$ cat config.mk
export PLATFORM = sky130hd
export DESIGN_NAME = sync_detector
export DESIGN_NICKNAME = d
export VERILOG_FILES = /design/src/verilog/det_params_pkg.sv /design/src/verilog/det_types_pkg.sv /design/src/verilog/power_calc.sv /design/src/verilog/peak_detector.sv /design/src/verilog/peak_picker.sv /design/src/verilog/sync_detector.sv
export SDC_FILE = /design/constraint.sdc
export NUM_CORES = 2
export LEC_CHECK = 0
export BUFFER_PORTS_ARGS = -buffer_cell sky130_fd_sc_hd__buf_2
export CORE_UTILIZATION = 30
export DETAILED_ROUTE_END_ITERATION = 10
export GPL_ROUTABILITY_DRIVEN = 1
export HOLD_SLACK_MARGIN = 0.02
export PLACE_DENSITY_LB_ADDON = 0.1
export SYNTH_ARGS = -nofsm -noshare
export SYNTH_HDL_FRONTEND = slang
export SYNTH_SLANG_ARGS = --single-unit
$ cat constraint.sdc
create_clock -name clk_i -period 12 [get_ports clk_i]
set_input_delay 2.4 -clock clk_i [delete_from_list [all_inputs] [get_ports clk_i]]
set_output_delay 2.4 -clock clk_i [all_outputs]
set_load 0.03 [all_outputs]
$ cat src/verilog/det_params_pkg.sv
`default_nettype none

package det_params_pkg;

    // Signed width of one I or Q component.
    localparam int SAMPLE_W = 16;

    // Instantaneous power is unsigned and holds the sum of two squares.
    localparam int POWER_W = 32;

    localparam int INDEX_W = 16; // Sample index in events, wraps around.

    // Detection shift field of the configuration.
    localparam int SHIFT_W = 4;

    localparam int HOLD_W = 8; // Hold interval of the peak picker.

    // Window length of the moving average unless the top level overrides it.
    localparam int DEFAULT_WINDOW_LEN = 8;

endpackage

`default_nettype wire

$ cat src/verilog/det_types_pkg.sv
`default_nettype none

package det_types_pkg;

    // One complex baseband sample.
    typedef struct packed {
        logic signed [det_params_pkg::SAMPLE_W-1:0] i;
        logic signed [det_params_pkg::SAMPLE_W-1:0] q;
    } iq_sample_t;

    typedef struct packed {
        logic                             valid;
        logic [det_params_pkg::POWER_W-1:0] power;
    } power_t;

    // Static detector configuration.
    typedef struct packed {
        logic                               enable;
        logic [det_params_pkg::SHIFT_W-1:0] detection_shift;
        logic [det_params_pkg::POWER_W-1:0] noise_limit;
        logic [det_params_pkg::HOLD_W-1:0]  hold_len; // Zero acts as one.
    } det_cfg_t;

    typedef struct packed {
        logic                               valid;
        logic                               hit;
        logic [det_params_pkg::POWER_W-1:0] score; // Power above threshold.
    } hit_t;

    // Strongest hit of one burst.
    typedef struct packed {
        logic [det_params_pkg::INDEX_W-1:0] index;
        logic [det_params_pkg::POWER_W-1:0] score;
    } peak_event_t;

endpackage

`default_nettype wire

$ cat src/verilog/power_calc.sv
`default_nettype none

module power_calc (
    input  wire logic                    clk_i,
    input  wire logic                    reset_ni,
    input  wire logic                    valid_i,
    input  wire det_types_pkg::iq_sample_t sample_i,
    output det_types_pkg::power_t        power_o
);

    localparam int PROD_W = 2 * det_params_pkg::SAMPLE_W;

    logic signed [PROD_W-1:0] i_sq;
    logic signed [PROD_W-1:0] q_sq;
    logic [det_params_pkg::POWER_W-1:0] power_sum;

    // Squares are never negative, so the sum fits the unsigned power width.
    always_comb begin
        i_sq = sample_i.i * sample_i.i;
        q_sq = sample_i.q * sample_i.q;
        power_sum = det_params_pkg::POWER_W'(unsigned'(i_sq))
                  + det_params_pkg::POWER_W'(unsigned'(q_sq));
    end

    always_ff @(posedge clk_i) begin
        if (!reset_ni) begin
            power_o.valid <= 1'b0;
        end else begin
            power_o.valid <= valid_i;
        end
    end

    always_ff @(posedge clk_i) begin
        if (valid_i) begin
            power_o.power <= power_sum; // Held between strobes.
        end
    end

    // The detector downstream counts strobes, so an unknown one would corrupt warm-up.
    a_valid_known : assert property (
        @(posedge clk_i) disable iff (!reset_ni)
        !$isunknown(power_o.valid)
    );

endmodule

`default_nettype wire

$ cat src/verilog/peak_detector.sv
`default_nettype none

module peak_detector #(
    parameter int WINDOW_LEN = det_params_pkg::DEFAULT_WINDOW_LEN
) (
    input  wire logic                  clk_i,
    input  wire logic                  reset_ni,
    input  wire det_types_pkg::power_t power_i,
    input  wire det_types_pkg::det_cfg_t cfg_i,
    output det_types_pkg::hit_t        hit_o
);

    localparam int L = $clog2(WINDOW_LEN);
    localparam int POWER_W = det_params_pkg::POWER_W;
    localparam int SHIFT_W = det_params_pkg::SHIFT_W;
    localparam int SUM_W = POWER_W + L;
    // Room for the largest left shift of the sum, so no bit is lost.
    localparam int THR_W = SUM_W + (1 << SHIFT_W) - 1;
    localparam int WARM_W = L + 1;

    if (WINDOW_LEN < 2 || WINDOW_LEN > 64 || WINDOW_LEN != (1 << L)) begin : g_len_check
        $error("WINDOW_LEN must be a power of two from 2 to 64.");
    end

    logic [POWER_W-1:0] delay_q [WINDOW_LEN]; // Entry 0 is the newest power.
    logic [SUM_W-1:0]   sum_q;
    logic [WARM_W-1:0]  warm_cnt_q;

    logic               warm_done;
    logic [THR_W-1:0]   sum_ext;
    logic [THR_W-1:0]   power_ext;
    logic [THR_W-1:0]   threshold;
    logic [THR_W-1:0]   margin;
    logic               is_hit;

    assign warm_done = (warm_cnt_q == WARM_W'(WINDOW_LEN));

    // The sum covers the previous WINDOW_LEN powers, scaled by 2^(shift - L).
    always_comb begin
        sum_ext = THR_W'(sum_q);
        power_ext = THR_W'(power_i.power);
        if (cfg_i.detection_shift < SHIFT_W'(L)) begin
            threshold = sum_ext >> (SHIFT_W'(L) - cfg_i.detection_shift);
        end else begin
            threshold = sum_ext << (cfg_i.detection_shift - SHIFT_W'(L));
        end
        margin = power_ext - threshold;
        is_hit = power_i.valid && warm_done && cfg_i.enable
              && (power_ext > threshold)
              && (power_i.power > cfg_i.noise_limit);
    end

    always_ff @(posedge clk_i) begin
        if (!reset_ni) begin
            for (int n = 0; n < WINDOW_LEN; n++) begin
                delay_q[n] <= '0;
            end
            sum_q <= '0;
            warm_cnt_q <= '0;
        end else if (power_i.valid) begin
            delay_q[0] <= power_i.power;
            for (int n = 1; n < WINDOW_LEN; n++) begin
                delay_q[n] <= delay_q[n-1];
            end
            // The oldest entry leaves the window as the newest enters.
            sum_q <= sum_q + SUM_W'(power_i.power) - SUM_W'(delay_q[WINDOW_LEN-1]);
            if (!warm_done) begin
                warm_cnt_q <= warm_cnt_q + 1'b1;
            end
        end
    end

    always_ff @(posedge clk_i) begin
        if (!reset_ni) begin
            hit_o <= '0;
        end else begin
            hit_o.valid <= power_i.valid && warm_done;
            hit_o.hit <= is_hit;
            hit_o.score <= is_hit ? POWER_W'(margin) : '0; // Margin is below power on a hit.
        end
    end

    a_score_needs_hit : assert property (
        @(posedge clk_i) disable iff (!reset_ni)
        !hit_o.hit |-> (hit_o.score == '0)
    );

    // The picker counts its index on valid strobes only.
    a_hit_needs_valid : assert property (
        @(posedge clk_i) disable iff (!reset_ni)
        hit_o.hit |-> hit_o.valid
    );

endmodule

`default_nettype wire

$ cat src/verilog/peak_picker.sv
`default_nettype none

module peak_picker (
    input  wire logic                               clk_i,
    input  wire logic                               reset_ni,
    input  wire det_types_pkg::hit_t                hit_i,
    input  wire logic [det_params_pkg::HOLD_W-1:0]  hold_len_i,
    output logic                                    event_valid_o,
    output det_types_pkg::peak_event_t              event_o
);

    localparam int HOLD_W = det_params_pkg::HOLD_W;

    logic [det_params_pkg::INDEX_W-1:0] index_q; // Index zero is the first output after warm-up.
    logic                               open_q;
    logic [HOLD_W-1:0]                  hold_cnt_q;
    det_types_pkg::peak_event_t         best_q;

    logic [HOLD_W-1:0] hold_load;
    logic              better;

    always_comb begin
        hold_load = (hold_len_i == '0) ? HOLD_W'(1) : hold_len_i;
        better = hit_i.hit && (hit_i.score > best_q.score); // Ties keep the earlier hit.
    end

    always_ff @(posedge clk_i) begin
        if (!reset_ni) begin
            index_q <= '0;
            open_q <= 1'b0;
            hold_cnt_q <= '0;
            event_valid_o <= 1'b0;
        end else begin
            event_valid_o <= 1'b0;
            if (hit_i.valid) begin
                index_q <= index_q + 1'b1;
                if (!open_q) begin
                    if (hit_i.hit) begin
                        open_q <= 1'b1;
                        hold_cnt_q <= hold_load;
                    end
                end else if (better) begin
                    hold_cnt_q <= hold_load;
                end else if (hold_cnt_q == HOLD_W'(1)) begin
                    // This value runs the counter out, so the group closes here.
                    open_q <= 1'b0;
                    hold_cnt_q <= '0;
                    event_valid_o <= 1'b1;
                end else begin
                    hold_cnt_q <= hold_cnt_q - 1'b1;
                end
            end
        end
    end

    // The best hit of a group, opened or replaced.
    always_ff @(posedge clk_i) begin
        if (hit_i.valid && hit_i.hit && (!open_q || better)) begin
            best_q.index <= index_q;
            best_q.score <= hit_i.score;
        end
    end

    assign event_o = best_q;

    // A new group needs a hit after the close, so events are at least two cycles apart.
    a_event_single : assert property (
        @(posedge clk_i) disable iff (!reset_ni)
        event_valid_o |=> !event_valid_o
    );

endmodule

`default_nettype wire

$ cat src/verilog/sync_detector.sv
`default_nettype none

module sync_detector #(
    parameter int WINDOW_LEN = det_params_pkg::DEFAULT_WINDOW_LEN
) (
    input  wire logic                      clk_i,
    input  wire logic                      reset_ni,
    input  wire logic                      sample_valid_i,
    input  wire det_types_pkg::iq_sample_t sample_i,
    input  wire det_types_pkg::det_cfg_t   cfg_i,
    output det_types_pkg::hit_t            hit_o,
    output logic                           event_valid_o,
    output det_types_pkg::peak_event_t     event_o
);

    det_types_pkg::power_t power;

    // Sample to power, one cycle.
    power_calc power_calc_i (
        .clk_i    (clk_i),
        .reset_ni (reset_ni),
        .valid_i  (sample_valid_i),
        .sample_i (sample_i),
        .power_o  (power)
    );

    // Power to hit, one cycle, so hit_o follows the sample by two edges.
    peak_detector #(
        .WINDOW_LEN (WINDOW_LEN)
    ) peak_detector_i (
        .clk_i    (clk_i),
        .reset_ni (reset_ni),
        .power_i  (power),
        .cfg_i    (cfg_i),
        .hit_o    (hit_o)
    );

    peak_picker peak_picker_i (
        .clk_i         (clk_i),
        .reset_ni      (reset_ni),
        .hit_i         (hit_o),
        .hold_len_i    (cfg_i.hold_len),
        .event_valid_o (event_valid_o),
        .event_o       (event_o)
    );

endmodule

`default_nettype wire

==> results.json <==
{
  "numCtsBuffers": 47,
  "synth-main-ff-cell": "edfxtp_1",
  "synth_edf_count": 336,
  "tightest_slew_ns": 1.10,
  "cts_buffer_depth": 3,
  "slew_headroom_pct": 27.0,
  "worstHoldPathCells": 0,
  "max_freq_mhz": 105,
  "num_rows": 137,
  "worstPathArrival_ns": 9.90,
  "synthArstFlopShare_pct": 0,
  "hold_class": "reg2reg",
  "hold_viol_final": 0,
  "ctsRootBufferMaster": "clkbuf_16",
  "gp_congestion": 0.868,
  "cp_cell_sequence": "buf_2, nand2_1, inv_1, fa_1, inv_1, fa_1, fa_1, inv_1, fa_1, fa_1, fa_1, fa_1, inv_1, fa_1, inv_1, ha_1, o21ai_0, nand2b_1, o2111ai_1, o2111ai_1, nand2_1, o311ai_0, a21oi_1, xnor2_1",
  "setup-violations-final": 0,
  "io_pins": 163,
  "slew_viol_final": 0,
  "cts_resized": 0,
  "cp_data_required_time_ns": 12.35,
  "post-cts-setup-buffer-count": 0,
  "diodes": 0,
  "ys_seq_elements": 436,
  "cap_violations": 0,
  "finalCritPeriodShare_pct": 79.6,
  "finClkSkew_ns": 0.0306,
  "critPathLaunch": "sample_i[15]",
  "cts_htree_levels": 2,
  "nFillCells": 14520,
  "syn_nets": 5052,
  "start_util_pct": 30.3,
  "clkLatencyLatePin_ns": 0.62,
  "avgRoutedWirePerCell_um": 19.3,
  "grt_overflow": 0,
  "vias": 28082,
  "syn_area_per_cell_um2": 10.2,
  "hold_end": "peak_picker_i.event_o[42]",
  "yosysWarnings": 0,
  "ant_nets": 0,
  "grt_pass1_vias": 29524,
  "reg2reg_depth": 19,
  "cts_tree": "yes",
  "min_from": "peak_picker_i.index_q[10]",
  "die_w_um": 377,
  "first_pass_iters": 6,
  "crit_top_cell": "fa_1",
  "grt_pass1_wl_um": 183000,
  "core_area_um2": 140000,
  "drc": 0,
  "endpoint_kind": "flop",
  "met1_length_um": 58000,
  "yosysUniqueCellTypes": 75,
  "multi_input_area_um2": 26000,
  "area_growth_pct": 10.0,
  "dp_hpwl_um": 94900,
  "r2r_start": "peak_detector_i.sum_q[12]",
  "ctsHoldBuffers": 0,
  "antenna_found_initial": 8,
  "drt_iter0_markers": 1533,
  "grt.total_usage_pct": 16.8,
  "clock-sinks": 436,
  "clkSlewWorstSetupHoldPaths_ns": 0.06,
  "r2r-end": "peak_detector_i.hit_o[1]",
  "seq_area_um2": 12100,
  "synth_area_um2": 42200,
  "worstSetupPathType": "in2reg",
  "critPathMaxFanout": 24,
  "critPathLaunchType": "input pin",
  "routed_wirelength_um": 118000,
  "grt_max_degree": 124,
  "outcome": "complete, no violations",
  "drive_gt1_share_pct": 7.80,
  "setup-tns-final_ns": 0,
  "synthCells": 4129,
  "rsz0062_at_grt": "no",
  "fp.dieH_um": 377,
  "layout.nets": 5130,
  "r2r_slack_ns": 6.76,
  "holdWs_ns": 0.433,
  "critPathMaxStageDelay_ns": 0.55,
  "met3_length_um": 3830,
  "via_per_inst": 4.59,
  "highest_layer": "met5",
  "finalCriticalPeriod_ns": 9.55,
  "port_buffers": 162,
  "crit_slowest_cell": "fa_1",
  "die-area_um2": 142000,
  "ys_seq_area_share_pct": 28.6,
  "met2_length_um": 54200
}
-- metrics by stage --
step	cells	instance area [um^2]	util [%]	setup slack, ns
finish	6121	46400	33.3	2.45
global route	6121	46400	33.3	2.04
CTS	6121	46400	33.3	2.39
detailed placement	6034	45000	32.2	1.73
global placement	6034	45000	32.2	1.84
floorplan	4129	42200	-	2.41
-- placed cells by master, fill, tap and decap left out, types with 13 or more instances in the layout --
cell and n:
nor2b_1 23, a21o_1 83, and2_1 176, a21oi_1 135, mux2i_1 65, ha_1 287, buf_4 21, fa_1 556
clkbuf_16 48, buf_2 160, nand2_1 283, and3_1 177, nor3_1 31, o21ai_0 71, nand4_1 26, dfxtp_1 99
nand2b_1 21, xnor2_1 78, a211oi_1 29, clkinv_1 17, o22ai_1 13, o21a_1 17, xor2_1 46, nor2_1 202
inv_1 926, mux4_2 45, a31oi_1 24, edfxtp_1 336, nand3_1 46
-- Yosys cell counts (all sizes together), types with 21 or more instances --
master	instances	share of area (%)
nor2	203	1.8
nand2b	21	0.31
nand3	46	0.55
inv	930	8.3
fa	556	26
xor2	47	0.98
o21ai	74	0.88
nand4	26	0.39
nor2b	23	0.34
clkbuf	129	1.1
dfxtp	100	4.7
nand2	283	2.5
a31oi	24	0.36
and3	177	2.6
nor3	31	0.37
mux2i	65	1.5
xnor2	81	1.7
and2	178	2.6
buf	24	0.32
a21o	84	1.5
a21oi	137	1.6
edfxtp	336	24
ha	287	8.5
mux4	45	2.4
a211oi	29	0.52
-- kinds of logic (layout without fill, tap and decap cells) --
| family | count (synthesis) | in the layout | synth area share [%] |
|---|---|---|---|
| AOI/OAI and AO/OA | 483 | 483 | 7.58 |
| DFF | 436 | 436 | 28.6 |
| xor gates and xnor gates | 128 | 128 | 2.66 |
| buffers and inverters | 1086 | 1202 | 9.76 |
| muxes | 117 | 117 | 4.13 |
| adders and majority gates | 843 | 843 | 34.9 |
| and+or+nand+nor | 1036 | 1036 | 12.4 |
-- critical path: cells and delay by family --
kind            cells  cell delay (ns)
fa+ha+maj           9             4.40
buf+inv             6             1.19
compound gates      5             1.10
simple gates        3             0.68
xor+xnor            1             0.13
-- worst max path at each step --
stage	to
6_report	power_calc_i.power_o[28]
5_1_grt	power_calc_i.power_o[30]
4_1_cts	power_calc_i.power_o[28]
3_5_place_dp	power_calc_i.power_o[28]
3_3_place_gp	power_calc_i.power_o[28]
2_1_floorplan	power_calc_i.power_o[25]
-- area by class of cell --
type                       count  share of cell area (%)
clock buffer                  58                    2.67
inverter                     933                    7.56
multi-input combinational   2607                    56.1
clock inverter                29                   0.509
tap                         1876                    5.05
timing repair buffer         182                    2.09
sequential                   436                    26.0
-- flip-flops by register name, summed over array words and instances (netlist names) --
name and flops:
peak_detector_i.delay_q 256, peak_detector_i.hit_o 34, peak_detector_i.sum_q 35, peak_detector_i.warm_cnt_q 4
peak_picker_i.event_o 48, peak_picker_i.event_valid_o 1, peak_picker_i.hold_cnt_q 8, peak_picker_i.index_q 16
peak_picker_i.open_q 1, power_calc_i.power_o 33
-- routing by layer --
metal  GRT usage [%]  up-vias
li1                -    13461
met1            24.3    14024
met2            27.1      471
met3            1.54      114
met4            3.39       12
met5               0        -
Power is left out: the tool's default activity adds up to more than one toggle a clock period on the data nets, which glitch-free logic cannot reach.
